[src/design/fetch_pkg.sv]
package fetch_pkg;

  // redirect source for the fetch pc
  typedef enum logic [1:0] {
    PC_BOOT = 2'd0,
    PC_JUMP = 2'd1,
    PC_TRAP = 2'd2
  } pc_src_e;

  // major opcodes used by the expanded forms
  localparam logic [6:0] OPC_OP_IMM = 7'h13;
  localparam logic [6:0] OPC_OP     = 7'h33;

  // fields of a 16-bit compressed parcel, CI / CR layout
  typedef struct packed {
    logic [2:0] funct3;
    logic       bit12;
    logic [4:0] rd;
    logic [4:0] imm_rs2;
    logic [1:0] quadrant;
  } c_parcel_s;

  // upper parcel kept raw, lower parcel split into fields
  typedef struct packed {
    logic [15:0] upper;
    c_parcel_s   lower;
  } fetch_parcels_s;

  // one fetched word, seen either whole or as parcels
  typedef union packed {
    logic [31:0]    instr;
    fetch_parcels_s parcels;
  } fetch_word_u;

  // queue element, the word together with its halfword pc
  typedef struct packed {
    logic [31:0] pc;
    fetch_word_u word;
  } fetch_entry_s;

  // IF/ID payload
  typedef struct packed {
    logic [31:0] pc;
    logic [31:0] instr;
    logic        is_compressed;
    logic        illegal_c;
  } if_id_s;

endpackage

[src/design/cfg_pkg.sv]
package cfg_pkg;

  // APB request as driven by the bus master
  typedef struct packed {
    logic        psel;
    logic        penable;
    logic        pwrite;
    logic [7:0]  paddr;
    logic [31:0] pwdata;
  } apb_req_s;

  // APB response from the register block
  typedef struct packed {
    logic [31:0] prdata;
    logic        pready;
    logic        pslverr;
  } apb_rsp_s;

  // configuration seen by the fetch unit
  typedef struct packed {
    logic [31:0] boot_addr;
    logic [23:0] trap_base;
    logic        enable;
  } fetch_cfg_s;

  // register map
  localparam logic [7:0] REG_BOOT  = 8'h00;
  localparam logic [7:0] REG_TRAP  = 8'h04;
  localparam logic [7:0] REG_CTRL  = 8'h08;
  localparam logic [7:0] REG_COUNT = 8'h0C;

  // boot address out of reset
  localparam logic [31:0] BOOT_RESET = 32'h0000_0100;

endpackage

[src/design/fetch_cfg_regs.sv]
module fetch_cfg_regs import cfg_pkg::*; (
  input  logic       clk,
  input  logic       rst_n,
  input  apb_req_s   apb_req_i,
  output apb_rsp_s   apb_rsp_o,
  input  logic       deliver_i,
  output fetch_cfg_s cfg_o
);

  logic [31:0] boot_q;
  logic [23:0] trap_q;
  logic        enable_q;
  logic [31:0] count_q;

  logic access;
  logic sel_boot, sel_trap, sel_ctrl, sel_count;
  logic mapped;
  logic wr_en;
  logic [31:0] rdata;

  // ---------------------------------------------------------------------------
  // address decode
  // ---------------------------------------------------------------------------

  // access phase, the setup cycle has penable low
  assign access    = apb_req_i.psel & apb_req_i.penable;
  assign sel_boot  = apb_req_i.paddr == REG_BOOT;
  assign sel_trap  = apb_req_i.paddr == REG_TRAP;
  assign sel_ctrl  = apb_req_i.paddr == REG_CTRL;
  assign sel_count = apb_req_i.paddr == REG_COUNT;
  assign mapped    = sel_boot | sel_trap | sel_ctrl | sel_count;

  // count is read only, writes to it are dropped
  assign wr_en = access & apb_req_i.pwrite & mapped & ~sel_count;

  // read mux, unmapped offsets return zero
  always_comb begin
    rdata = '0;
    if (sel_boot)  rdata = boot_q;
    if (sel_trap)  rdata = {8'h00, trap_q};
    if (sel_ctrl)  rdata = {31'b0, enable_q};
    if (sel_count) rdata = count_q;
  end

  // no wait states
  assign apb_rsp_o.pready  = access;
  assign apb_rsp_o.pslverr = access & (~mapped | (apb_req_i.pwrite & sel_count));
  assign apb_rsp_o.prdata  = (access & ~apb_req_i.pwrite) ? rdata : '0;

  // ---------------------------------------------------------------------------
  // registers
  // ---------------------------------------------------------------------------

  // writes land at the end of the access cycle
  always_ff @(posedge clk or negedge rst_n) begin
    if (!rst_n) begin
      boot_q   <= BOOT_RESET;
      trap_q   <= '0;
      enable_q <= 1'b0;
    end else if (wr_en) begin
      if (sel_boot) boot_q   <= apb_req_i.pwdata;
      if (sel_trap) trap_q   <= apb_req_i.pwdata[23:0];
      if (sel_ctrl) enable_q <= apb_req_i.pwdata[0];
    end
  end

  // items handed to decode
  always_ff @(posedge clk or negedge rst_n) begin
    if (!rst_n) begin
      count_q <= '0;
    end else if (deliver_i) begin
      count_q <= count_q + 32'd1;
    end
  end

  assign cfg_o.boot_addr = boot_q;
  assign cfg_o.trap_base = trap_q;
  assign cfg_o.enable    = enable_q;

endmodule

[src/design/fetch_unit.sv]
module fetch_unit import fetch_pkg::*, cfg_pkg::*; (
  input  logic         clk,
  input  logic         rst_n,
  input  fetch_cfg_s   cfg_i,
  input  logic         pc_set_i,
  input  pc_src_e      pc_mux_i,
  input  logic [31:0]  jump_target_i,
  input  logic         queue_room_i,
  output logic         instr_req_o,
  output logic [31:0]  instr_addr_o,
  input  logic         instr_gnt_i,
  input  logic         instr_rvalid_i,
  input  logic [31:0]  instr_rdata_i,
  output logic         push_o,
  output fetch_entry_s push_data_o,
  output logic         flush_o
);

  typedef enum logic [1:0] {ST_IDLE, ST_REQ, ST_WAIT} state_e;

  state_e      state_q, state_d;
  logic [31:0] pc_q, pc_d;
  logic [31:0] addr_q, addr_d;
  logic        stale_q, stale_d;
  logic        boot_pend_q, boot_pend_d;
  logic [31:0] redirect_pc;
  logic [31:0] fetch_pc;
  logic [31:0] next_pc;
  logic        can_issue;
  fetch_word_u rdata_w;

  assign rdata_w = fetch_word_u'(instr_rdata_i);

  // redirect target, trap base sits above eight zero bits
  always_comb begin
    case (pc_mux_i)
      PC_JUMP: redirect_pc = jump_target_i;
      PC_TRAP: redirect_pc = {cfg_i.trap_base, 8'h00};
      default: redirect_pc = cfg_i.boot_addr;
    endcase
    // halfword aligned
    redirect_pc[0] = 1'b0;
  end

  // until the first fetch the pc follows the boot register
  assign fetch_pc  = boot_pend_q ? {cfg_i.boot_addr[31:1], 1'b0} : pc_q;
  // 32-bit words end in 11, everything else is a parcel
  assign next_pc   = addr_q + ((rdata_w.parcels.lower.quadrant == 2'b11) ? 32'd4 : 32'd2);
  // a redirect flushes the queue, so room is implied then
  assign can_issue = cfg_i.enable & (queue_room_i | pc_set_i);

  // ---------------------------------------------------------------------------
  // request FSM, one outstanding request at most
  // ---------------------------------------------------------------------------
  always_comb begin
    state_d     = state_q;
    pc_d        = pc_q;
    addr_d      = addr_q;
    stale_d     = stale_q;
    boot_pend_d = boot_pend_q;
    push_o      = 1'b0;
    case (state_q)
      ST_IDLE: begin
        if (pc_set_i) begin
          pc_d        = redirect_pc;
          boot_pend_d = 1'b0;
          if (cfg_i.enable) begin
            addr_d  = redirect_pc;
            state_d = ST_REQ;
          end
        end else if (can_issue) begin
          pc_d        = fetch_pc;
          addr_d      = fetch_pc;
          boot_pend_d = 1'b0;
          state_d     = ST_REQ;
        end
      end
      ST_REQ: begin
        // address must hold until grant, so only the pc moves
        if (pc_set_i) begin
          pc_d    = redirect_pc;
          stale_d = 1'b1;
        end
        if (instr_gnt_i) state_d = ST_WAIT;
      end
      ST_WAIT: begin
        if (instr_rvalid_i) begin
          // drop abandoned words and words racing a redirect
          push_o  = ~stale_q & ~pc_set_i;
          stale_d = 1'b0;
          if (pc_set_i) pc_d = redirect_pc;
          else if (!stale_q) pc_d = next_pc;
          if (can_issue) begin
            addr_d  = pc_d;
            state_d = ST_REQ;
          end else begin
            state_d = ST_IDLE;
          end
        end else if (pc_set_i) begin
          pc_d    = redirect_pc;
          stale_d = 1'b1;
        end
      end
      default: state_d = ST_IDLE;
    endcase
  end

  always_ff @(posedge clk or negedge rst_n) begin
    if (!rst_n) begin
      state_q     <= ST_IDLE;
      pc_q        <= BOOT_RESET;
      addr_q      <= '0;
      stale_q     <= 1'b0;
      boot_pend_q <= 1'b1;
    end else begin
      state_q     <= state_d;
      pc_q        <= pc_d;
      addr_q      <= addr_d;
      stale_q     <= stale_d;
      boot_pend_q <= boot_pend_d;
    end
  end

  assign instr_req_o  = state_q == ST_REQ;
  assign instr_addr_o = addr_q;
  assign flush_o      = pc_set_i;
  assign push_data_o  = '{pc: addr_q, word: rdata_w};

endmodule

[src/design/fetch_queue.sv]
module fetch_queue import fetch_pkg::*; #(
  parameter int DEPTH = 4
) (
  input  logic         clk,
  input  logic         rst_n,
  input  logic         flush_i,
  input  logic         push_i,
  input  fetch_entry_s push_data_i,
  input  logic         pop_i,
  output fetch_entry_s head_o,
  output logic         head_valid_o,
  output logic         room_o
);

  localparam int AW = $clog2(DEPTH);

  fetch_entry_s  mem_q [DEPTH];
  logic [AW-1:0] wr_ptr_q, rd_ptr_q;
  logic [AW:0]   count_q;
  logic          do_push, do_pop;

  // flush wins over both ends
  assign do_push = push_i & ~flush_i;
  assign do_pop  = pop_i & head_valid_o & ~flush_i;

  // storage
  always_ff @(posedge clk) begin
    if (do_push) mem_q[wr_ptr_q] <= push_data_i;
  end

  // pointers wrap on their own, depth is a power of two
  always_ff @(posedge clk or negedge rst_n) begin
    if (!rst_n) begin
      wr_ptr_q <= '0;
      rd_ptr_q <= '0;
      count_q  <= '0;
    end else if (flush_i) begin
      wr_ptr_q <= '0;
      rd_ptr_q <= '0;
      count_q  <= '0;
    end else begin
      if (do_push) wr_ptr_q <= wr_ptr_q + 1'b1;
      if (do_pop)  rd_ptr_q <= rd_ptr_q + 1'b1;
      if (do_push && !do_pop) count_q <= count_q + 1'b1;
      else if (do_pop && !do_push) count_q <= count_q - 1'b1;
    end
  end

  assign head_o       = mem_q[rd_ptr_q];
  assign head_valid_o = count_q != '0;
  // two free slots, one is for the word still in memory
  assign room_o       = count_q <= (AW + 1)'(DEPTH - 2);

endmodule

[src/design/compressed_expander.sv]
module compressed_expander import fetch_pkg::*; (
  input  fetch_word_u word_i,
  output logic [31:0] instr_o,
  output logic        is_compressed_o,
  output logic        illegal_o
);

  c_parcel_s   p;
  logic [11:0] imm12;

  assign p = word_i.parcels.lower;

  // CI immediate, sign extended from bit 12
  assign imm12 = {{6{p.bit12}}, p.bit12, p.imm_rs2};

  // low bits 11 mark a full word
  assign is_compressed_o = p.quadrant != 2'b11;

  always_comb begin
    // unsupported parcels go out zero extended
    instr_o   = {16'h0000, p};
    illegal_o = 1'b0;
    if (!is_compressed_o) begin
      instr_o = word_i.instr;
    end else begin
      illegal_o = 1'b1;
      case (p.quadrant)
        2'b01: begin
          // c.addi, addi rd, rd, imm
          if (p.funct3 == 3'b000) begin
            instr_o   = {imm12, p.rd, 3'b000, p.rd, OPC_OP_IMM};
            illegal_o = 1'b0;
          end
          // c.li, addi rd, x0, imm
          if (p.funct3 == 3'b010) begin
            instr_o   = {imm12, 5'd0, 3'b000, p.rd, OPC_OP_IMM};
            illegal_o = 1'b0;
          end
        end
        2'b10: begin
          // rs2 of zero is jr / jalr / ebreak, not handled here
          if (p.funct3 == 3'b100 && p.imm_rs2 != 5'd0) begin
            illegal_o = 1'b0;
            if (p.bit12) begin
              // c.add, add rd, rd, rs2
              instr_o = {7'b0, p.imm_rs2, p.rd, 3'b000, p.rd, OPC_OP};
            end else begin
              // c.mv, add rd, x0, rs2
              instr_o = {7'b0, p.imm_rs2, 5'd0, 3'b000, p.rd, OPC_OP};
            end
          end
        end
        // quadrant 0 is entirely unsupported
        default: illegal_o = 1'b1;
      endcase
    end
  end

endmodule

[src/design/if_stage.sv]
module if_stage import fetch_pkg::*; (
  input  logic         clk,
  input  logic         rst_n,
  input  logic         flush_i,
  input  fetch_entry_s head_i,
  input  logic         head_valid_i,
  output logic         pop_o,
  input  logic         id_ready_i,
  output logic         instr_valid_o,
  output if_id_s       if_id_o
);

  logic        valid_q;
  if_id_s      if_id_q;
  logic [31:0] exp_instr;
  logic        exp_compressed;
  logic        exp_illegal;
  logic        slot_free;

  compressed_expander i_expander (
    .word_i          (head_i.word),
    .instr_o         (exp_instr),
    .is_compressed_o (exp_compressed),
    .illegal_o       (exp_illegal)
  );

  // slot opens when empty or when decode takes the current item
  assign slot_free = ~valid_q | id_ready_i;
  assign pop_o     = head_valid_i & slot_free & ~flush_i;

  always_ff @(posedge clk or negedge rst_n) begin
    if (!rst_n) begin
      valid_q <= 1'b0;
    end else if (flush_i) begin
      valid_q <= 1'b0;
    end else if (pop_o) begin
      valid_q <= 1'b1;
    end else if (id_ready_i) begin
      valid_q <= 1'b0;
    end
  end

  // payload only moves on a pop, it holds while stalled
  always_ff @(posedge clk) begin
    if (pop_o) begin
      if_id_q <= '{pc: head_i.pc, instr: exp_instr,
                   is_compressed: exp_compressed, illegal_c: exp_illegal};
    end
  end

  assign instr_valid_o = valid_q;
  assign if_id_o       = if_id_q;

endmodule

[src/design/fetch_top.sv]
module fetch_top import fetch_pkg::*, cfg_pkg::*; #(
  parameter int QUEUE_DEPTH = 4
) (
  input  logic        clk,
  input  logic        rst_n,
  input  apb_req_s    apb_req_i,
  output apb_rsp_s    apb_rsp_o,
  input  logic        pc_set_i,
  input  pc_src_e     pc_mux_i,
  input  logic [31:0] jump_target_i,
  output logic        instr_req_o,
  output logic [31:0] instr_addr_o,
  input  logic        instr_gnt_i,
  input  logic        instr_rvalid_i,
  input  logic [31:0] instr_rdata_i,
  input  logic        id_ready_i,
  output logic        instr_valid_o,
  output if_id_s      if_id_o
);

  fetch_cfg_s   cfg;
  logic         queue_room;
  logic         push;
  fetch_entry_s push_data;
  logic         flush;
  fetch_entry_s head;
  logic         head_valid;
  logic         pop;
  logic         deliver;

  // an item counts as delivered when decode accepts it
  assign deliver = instr_valid_o & id_ready_i;

  fetch_cfg_regs i_cfg_regs (
    .clk       (clk),
    .rst_n     (rst_n),
    .apb_req_i (apb_req_i),
    .apb_rsp_o (apb_rsp_o),
    .deliver_i (deliver),
    .cfg_o     (cfg)
  );

  fetch_unit i_fetch_unit (
    .clk            (clk),
    .rst_n          (rst_n),
    .cfg_i          (cfg),
    .pc_set_i       (pc_set_i),
    .pc_mux_i       (pc_mux_i),
    .jump_target_i  (jump_target_i),
    .queue_room_i   (queue_room),
    .instr_req_o    (instr_req_o),
    .instr_addr_o   (instr_addr_o),
    .instr_gnt_i    (instr_gnt_i),
    .instr_rvalid_i (instr_rvalid_i),
    .instr_rdata_i  (instr_rdata_i),
    .push_o         (push),
    .push_data_o    (push_data),
    .flush_o        (flush)
  );

  fetch_queue #(.DEPTH(QUEUE_DEPTH)) i_fetch_queue (
    .clk          (clk),
    .rst_n        (rst_n),
    .flush_i      (flush),
    .push_i       (push),
    .push_data_i  (push_data),
    .pop_i        (pop),
    .head_o       (head),
    .head_valid_o (head_valid),
    .room_o       (queue_room)
  );

  // redirect flush also clears the IF/ID slot
  if_stage i_if_stage (
    .clk           (clk),
    .rst_n         (rst_n),
    .flush_i       (flush),
    .head_i        (head),
    .head_valid_i  (head_valid),
    .pop_o         (pop),
    .id_ready_i    (id_ready_i),
    .instr_valid_o (instr_valid_o),
    .if_id_o       (if_id_o)
  );

endmodule

[config.mk]
export PLATFORM = sky130hd
export DESIGN_NAME = fetch_top
export DESIGN_NICKNAME = d
export VERILOG_FILES = /design/src/design/fetch_pkg.sv /design/src/design/cfg_pkg.sv /design/src/design/fetch_cfg_regs.sv /design/src/design/fetch_unit.sv /design/src/design/fetch_queue.sv /design/src/design/compressed_expander.sv /design/src/design/if_stage.sv /design/src/design/fetch_top.sv
export SDC_FILE = /design/constraint.sdc
export NUM_CORES = 1
export LEC_CHECK = 0
export BUFFER_PORTS_ARGS = -buffer_cell sky130_fd_sc_hd__buf_4
export CORE_MARGIN = 3
export CORE_UTILIZATION = 50
export DETAILED_ROUTE_END_ITERATION = 16
export PLACE_DENSITY = 0.71
export SLEW_MARGIN = 40
export SYNTH_ARGS = -nofsm -noshare
export SYNTH_HDL_FRONTEND = slang
export SYNTH_SLANG_ARGS = --single-unit
[constraint.sdc]
create_clock -name clk -period 7.68 [get_ports clk]
set_input_delay 0 -clock clk [delete_from_list [all_inputs] [get_ports clk]]
set_output_delay 0 -clock clk [all_outputs]
set_load 0.005 [all_outputs]
# ---- Word level (Yosys, flattened, before mapping)
# Memory sizes are Yosys's and may differ from the RTL's.
# Cells that the tools add are included.
dict set report word_totals {
  ff_bits 231
  latchBits 0
  ramBits 256
  romBits 0
  in_bits 115
  out_inout_bits 134
  mem_count 1
}
dict set report classes {
  add_sub_neg 6
  multipliers 0
  div 0
  order_cmp 1
  n_eq_ne 18
  shift 0
  mux 56
  bitwise 27
  reduce_logical 25
}
# name words word_bits read_ports rd_clocked_by_memory_dff write_ports line_no
set mem_list {}
lappend mem_list {i_fetch_queue.mem_q 4 64 1 0 1 fetch_queue.sv:17} ;# fetch_entry_s mem_q [DEPTH];
# cell n
set op_table {}
lappend op_table {{two-way mux 32 bit} 19}
lappend op_table {{one-hot mux 32 bit (2 select lines)} 3}
lappend op_table {{one-hot mux 32 bit (3 select lines)} 1}
lappend op_table {{adder 32 x 1 -> 32 bit (second input constant)} 1}
lappend op_table {{adder 32 bit} 1}
lappend op_table {{two-way mux 25 bit} 1}
lappend op_table {{two-way mux 20 bit} 1}
lappend op_table {{two-way mux 2 bit} 9}
lappend op_table {{equality test 8 x 4 -> 1 bit (second input constant)} 2}
lappend op_table {{AND 1 bit} 15}
lappend op_table {{two-way mux 1 bit} 15}
lappend op_table {{two-way mux 3 bit} 4}
lappend op_table {{nonzero test 3 bit} 4}
lappend op_table {{AND reduction 2 bit} 5}
lappend op_table {{nonzero test 2 bit} 5}
lappend op_table {{equality test 2 bit (second input constant)} 4}
lappend op_table {{equality test 8 x 3 -> 1 bit (second input constant)} 1}
lappend op_table {{logical NOT 8 bit} 1}
lappend op_table {{equality test 2 x 1 -> 1 bit (second input constant)} 3}
lappend op_table {{inverter 1 bit} 6}
lappend op_table {{OR 1 bit} 6}
lappend op_table {{one-hot mux 2 bit (3 select lines)} 1}
lappend op_table {{AND reduction 5 bit} 1}
lappend op_table {{nonzero test 5 bit} 1}
lappend op_table {{16 further kinds} 23}

# ---- Logic depth before layout (Yosys ltp)
dict set report depth {
  word_depth 10
  mapped_depth 13
}

# ---- Hierarchy
# A second synthesis with hierarchy kept.
dict set report unflattened {
  cells_unflattened 1798
  area_unflattened_um2 23386.2
}
# module instances cells_each area_per_inst_um2 seq_area_each_um2
set modules_own_cells {}
lappend modules_own_cells {fetch_queue 1 388 9746.8 7862.5}
lappend modules_own_cells {fetch_unit 1 882 6587.6 1704.1}
lappend modules_own_cells {fetch_cfg_regs 1 366 4405.5 2228.4}
lappend modules_own_cells {if_stage 1 70 2043.2 2006.9}
lappend modules_own_cells {compressed_expander 1 91 596.8 0.0}
lappend modules_own_cells {fetch_top 1 1 6.3 0.0}

# ---- Least setup slack after synthesis
# OpenSTA, ideal clock, no wires.
dict set report synth_path {
  path_type {register to register}
  start {reg i_fetch_unit.state_q[0]}
  end {mem i_fetch_queue.mem_q[0][0] (netlist name) (enable)}
  setup_ns 0.429
  arrival_ns 3.080
  t_required_ns 7.251
  setup_slack_ns 4.171
  path_stages_with_launch 8
  cell_sequence {dfrtp_1 inv_1 ha_1 clkbuf_1 nand2_1 nor2_1 clkbuf_1 and3_1}
}
dict set report synth_via {
  elab_chain_len 5
}
# element line_no
set synth_lines {}
lappend synth_lines {{start, declared} fetch_unit.sv:21} ;# state_e state_q, state_d;
lappend synth_lines {{start signal, assigned} fetch_unit.sv:116} ;# state_q <= state_d;
lappend synth_lines {{equality test 2 bit} fetch_unit.sv:62} ;# case (state_q)
lappend synth_lines {{two-way mux 1 bit} fetch_unit.sv:62}
lappend synth_lines {{AND 1 bit} fetch_queue.sv:23} ;# assign do_push = push_i & ~flush_i;
lappend synth_lines {{two-way mux 1 bit} fetch_queue.sv:28} ;# if (do_push) mem_q[wr_ptr_q] <= push_data_i;
lappend synth_lines {{two-way mux 1 bit (implied by the code)} fetch_queue.sv:28}
lappend synth_lines {{end, declared} fetch_queue.sv:17}
# Every way passes these cells.

# ---- Worst setup path in the final report
dict set report layout_path {
  start {reg i_fetch_unit.state_q[0]}
  end {mem i_fetch_queue.mem_q[3][50] (netlist name) (enable)}
}
# The elaborated chain is that of the path after synthesis.

==> impl_results.md <==
* Run status: completed
* RSZ-0062 raised after global routing: no
* Post-CTS clock slew at the launch and capture registers of the worst setup and hold paths at 0.06 ns
* Post-synthesis instance total at approximately 1700
* Synth Area in Simple Gates at between 9 and 10%
* CTS Buf Count at a little over 50
* Per-cell via count in the routed design at about 6.1
* # placed instances at 2500
* Effective utilization at floorplan at between 50% and 60%
* Total power per unit cell area at 291.9 mW/mm²
* Reg2reg start: i_fetch_unit.state_q[0]$_DFFE_PN0P_
* First drt pass iteration count at 5
* Worst path required time at just under 8 ns
* Arrival time of data at the critical path endpoint at ~4.2 ns
* Number of buffers on the longest clock path at 3
* Core outline area at about 0.044 mm²
* Wire per inst at 23.91 µm
* Syn avg cell area at between 10 and 15 µm²
* XOR/XNOR Fraction of Synth Area at under 10%
* Weighted congestion at the end of routability-driven global placement at approximately 0.93
* Number of distinct library cells after synthesis at 80
* Post-Synthesis Net Count at 1879
* Final setup skew at between 0.02 and 0.025 ns
* Startpoint of the most critical setup path: i_fetch_unit.state_q[0]$_DFFE_PN0P_
* Leading cell types in the layout, fill and taps excluded: edfxtp_1 (322), buf_4 (264), dfrtp_1 (160)
* Hold/Removal Path Class: in2reg
* Count of placed standard cells in the final layout, fillers left out at 2682
* Count of clock tree sinks at 487
* Initial antenna violation count at 2
* Total routing resource utilization after global routing at a little over a quarter
* Most used flip-flop cell after synthesis: edfxtp_1
* Clock period minus worst slack at 3.974 ns
* Later-pin clock latency in the skew report at about 0.61 ns
* Remaining design rule violation count at 0
* Share of the clock period used by the worst path at between 50% and 60%
* Detail Placement HPWL at between 40000 and 50000 µm
* Mux contribution to synthesized area at between 10% and 20%
* Final Hold Fails at 0
* Endpoint of the most critical setup path: i_fetch_queue.mem_q[3][50]$_DFFE_PP_
* Cell accounting for the most synthesized area: edfxtp_1
* Fraction of the yosys area taken by sequential cells at ~60%
* Share of synthesized registers carrying an async set or reset at between 30% and 40%
* Vertical die dimension at around 220 µm
* Most numerous cell on the critical path: buf_4
* Complex-gate fraction of the synthesized area at between 10% and 20%
* Clock tree from TritonCTS: done
* Floorplan die area at 0.04770 mm²
* Setup slack of the worst register-to-register path at roughly 3.7 ns
* CTS root buffer: clkbuf_16
* Number of DRC markers after the initial detailed-route iteration at 1782
* Biggest cell delay along the critical path at 0.68 ns
* H-tree depth at 2
* Highest Clock Rate at roughly 250 MHz
* Total Negative Setup Slacks at 0 ns
* Global routing's busiest layer: met2
* Total of flip-flops plus latches after synthesis at between 400 and 500
* Antenna-violating nets left at 0
* Total number of placement rows at 77
* Yosys warning total at 0
* Total setup violations reported at the end of the flow at 0
* Post-synth design cell area at between 0.02 and 0.025 mm²
* Global-route wire length before repair at slightly below 100000 µm
* Worst-case vdd ir drop at 0.1912 mV
* Hold Startpoint: apb_req_i[36]
* Crit Path Category: reg2reg
* # IOs at 249
* Relative area change from synthesis to final layout at 22.26%
* Most common cell after layout, fill and taps aside: edfxtp_1
* Combinational family with the most area after synthesis: multiplexers
* R2r worst-path depth at 7
* Number of synthesized flops with an enable pin at between 300 and 400
* Met1 track utilization from global routing at 38.57%
* Adder-cell share of the synthesized area at roughly 1.1%
* Number of global-route vias before repair at 16130
* Critical path capture point type: flip-flop
* Final Total Pwr at about 8.1 mW
* Final Slew Violations at 0
* Total of max-cap violations at 0
* GRT met2 Usage at roughly two fifths
* Final net count at 2178
* Horizontal die dimension at between 200 and 250 µm
* Largest fanout on the critical path at between 40 and 50
* IO Port Bufs at around 250
* Worst Setup Start Kind: flip-flop
* Maximum number of pins on one net before global-route repair at 95
* Fillcell total at ~3300
* Critical-path top delay cell: buf_4
* Top cell type's share of synthesized area at between 40% and 50%
* Top cells by area, synth: edfxtp_1 (43%), dfrtp_1 (18%), mux4_2 (6.3%)
* Resized Gates After CTS at 0
* Transition at the pin with the smallest max-transition slack at between 0.8 and 0.9 ns
* Sequence of cells on the critical path: inv_1 > ha_1 > buf_4 > nand2_1 > nor2_1 > and3_2 > buf_4
* Worst relative slew slack at around 46%
* Remaining Overflow, GRT at 0
* Fraction of layout cells with a size suffix above 1 at a little under a quarter
* Leak at around 11 nW
* Final wirelength at ~64000 µm
* Endpoint of the worst-slack reg-to-reg timing path: i_fetch_queue.mem_q[3][50]$_DFFE_PP_
* Met3 capacity usage during global routing at under 10%
* Overall via count from detail_route at 16400
==> layout make-up <==
cell class | instances | area (µm²) | share of cell area, %
clock buffer | 69 | 1415 | 5.131
inverter | 39 | 146.4 | 0.5308
sequential | 487 | 13810 | 50.06
tap | 592 | 740.7 | 2.686
clock inverter | 27 | 285.3 | 1.034
antenna | 2 | 5.005 | 0.01815
timing repair buffer | 355 | 2932 | 10.63
multi-input combinational | 1111 | 8249 | 29.91
==> synthesized netlist by cell type, types with 9 or more instances <==
master,instances
mux4_2,63
nor2_1,154
dfrtp_1,162
nor3_1,21
a21oi_1,85
and2_1,11
nand2_1,148
a21o_1,13
buf_1,22
ha_1,16
o22ai_1,9
xor2_1,15
a31oi_1,12
mux2_2,35
inv_1,38
o221ai_1,9
nand2b_1,9
o21ai_1,15
and3_1,28
a22o_1,14
edfxtp_1,322
a221oi_1,9
o211ai_1,34
a22oi_1,28
nor2b_1,15
mux2_1,32
nand4_1,20
o2111ai_1,10
clkbuf_1,80
xnor2_1,34
mux2i_1,52
a211oi_1,15
nand3_1,29
o21ai_0,70
a221o_1,12
==> where the power goes <==
| group | internal, mW | total [mW] | switching, mW |
|---|---|---|---|
| combinational | 0.901 | 2.01 | 1.11 |
| sequential | 3.20 | 3.55 | 0.347 |
| clock | 1.44 | 2.49 | 1.05 |
==> metal layers <==
layer  routed length (µm)  vias up
met3                 5269      131
met2                29810      822
met5                    0        -
met1                27000     8186
met4                 2060        0
li1                     -     7258
==> per-stage QoR <==
stage / cell area, µm² / utilization, % / hold WS [ns] / worst slack [ns]
6_report: 27580 / 62.10 / 0.04493 / 3.706
5_1_grt: 27580 / 62.10 / 0.06349 / 3.472
4_1_cts: 27530 / 61.99 / 0.009408 / 3.732
2_1_floorplan: 22560 / - / -0.2956 / 4.171
3_3_place_gp: 24940 / 56.16 / 0.1867 / 3.611
3_5_place_dp: 25010 / 56.31 / 0.09802 / 3.758
==> worst max-delay path, delay by kind of cell, from the launching register on <==
kind / cells / cell delay (ns)
buf+inv: 3 / 1.22
simple gates: 3 / 1.75
flops: 1 / 0.41
fa+ha+maj: 1 / 0.15
==> how the worst min path moves through the flow <==
stage / end / slack (ns) / cells after the start
finish: i_cfg_regs.enable_q$_DFFE_PN0P_ / 0.04 / 5
detailed placement: i_cfg_regs.count_q[14]$_DFFE_PN0P_ / 0.1 / 1
global route: i_cfg_regs.enable_q$_DFFE_PN0P_ / 0.06 / 5
CTS: i_cfg_regs.enable_q$_DFFE_PN0P_ / 0.009 / 5
global placement: i_cfg_regs.boot_q[27]$_DFFE_PN0P_ / 0.19 / 1
floorplan: i_cfg_regs.boot_q[0]$_DFFE_PN0P_ / -0.30 / 0
==> cell families (layout without fill, tap and decap cells) <==
group	Yosys count	in the layout
compound gates	386	386
simple gates	476	476
xor+xnor	49	49
buf+inv	148	490
fa+ha+maj	18	18
mux	182	182
flops	487	487
other cells	0	2
==> registers in the layout, indices dropped and copies added, names as in the netlist <==
| register | count |
|---|---|
| i_fetch_queue.mem_q | 256 |
| i_fetch_queue.count_q | 3 |
| i_if_stage.instr_valid_o | 1 |
| i_fetch_unit.boot_pend_q | 1 |
| i_cfg_regs.enable_q | 1 |
| i_fetch_unit.stale_q | 1 |
| i_fetch_queue.rd_ptr_q | 2 |
| i_fetch_unit.pc_q | 32 |
| i_cfg_regs.count_q | 32 |
| i_fetch_unit.instr_addr_o | 32 |
| i_if_stage.if_id_o | 66 |
| i_cfg_regs.boot_q | 32 |
| i_cfg_regs.trap_q | 24 |
| i_fetch_queue.wr_ptr_q | 2 |
| i_fetch_unit.state_q | 2 |
==> what timing repair did <==
| item | CTS | global route |
|---|---|---|
| hold buffers | 82 | 1 |
| setup buffers | 0 | 0 |
| hold endpoints to repair | 318 | 27 |
Note: power is estimated with default switching activity, not from simulation.
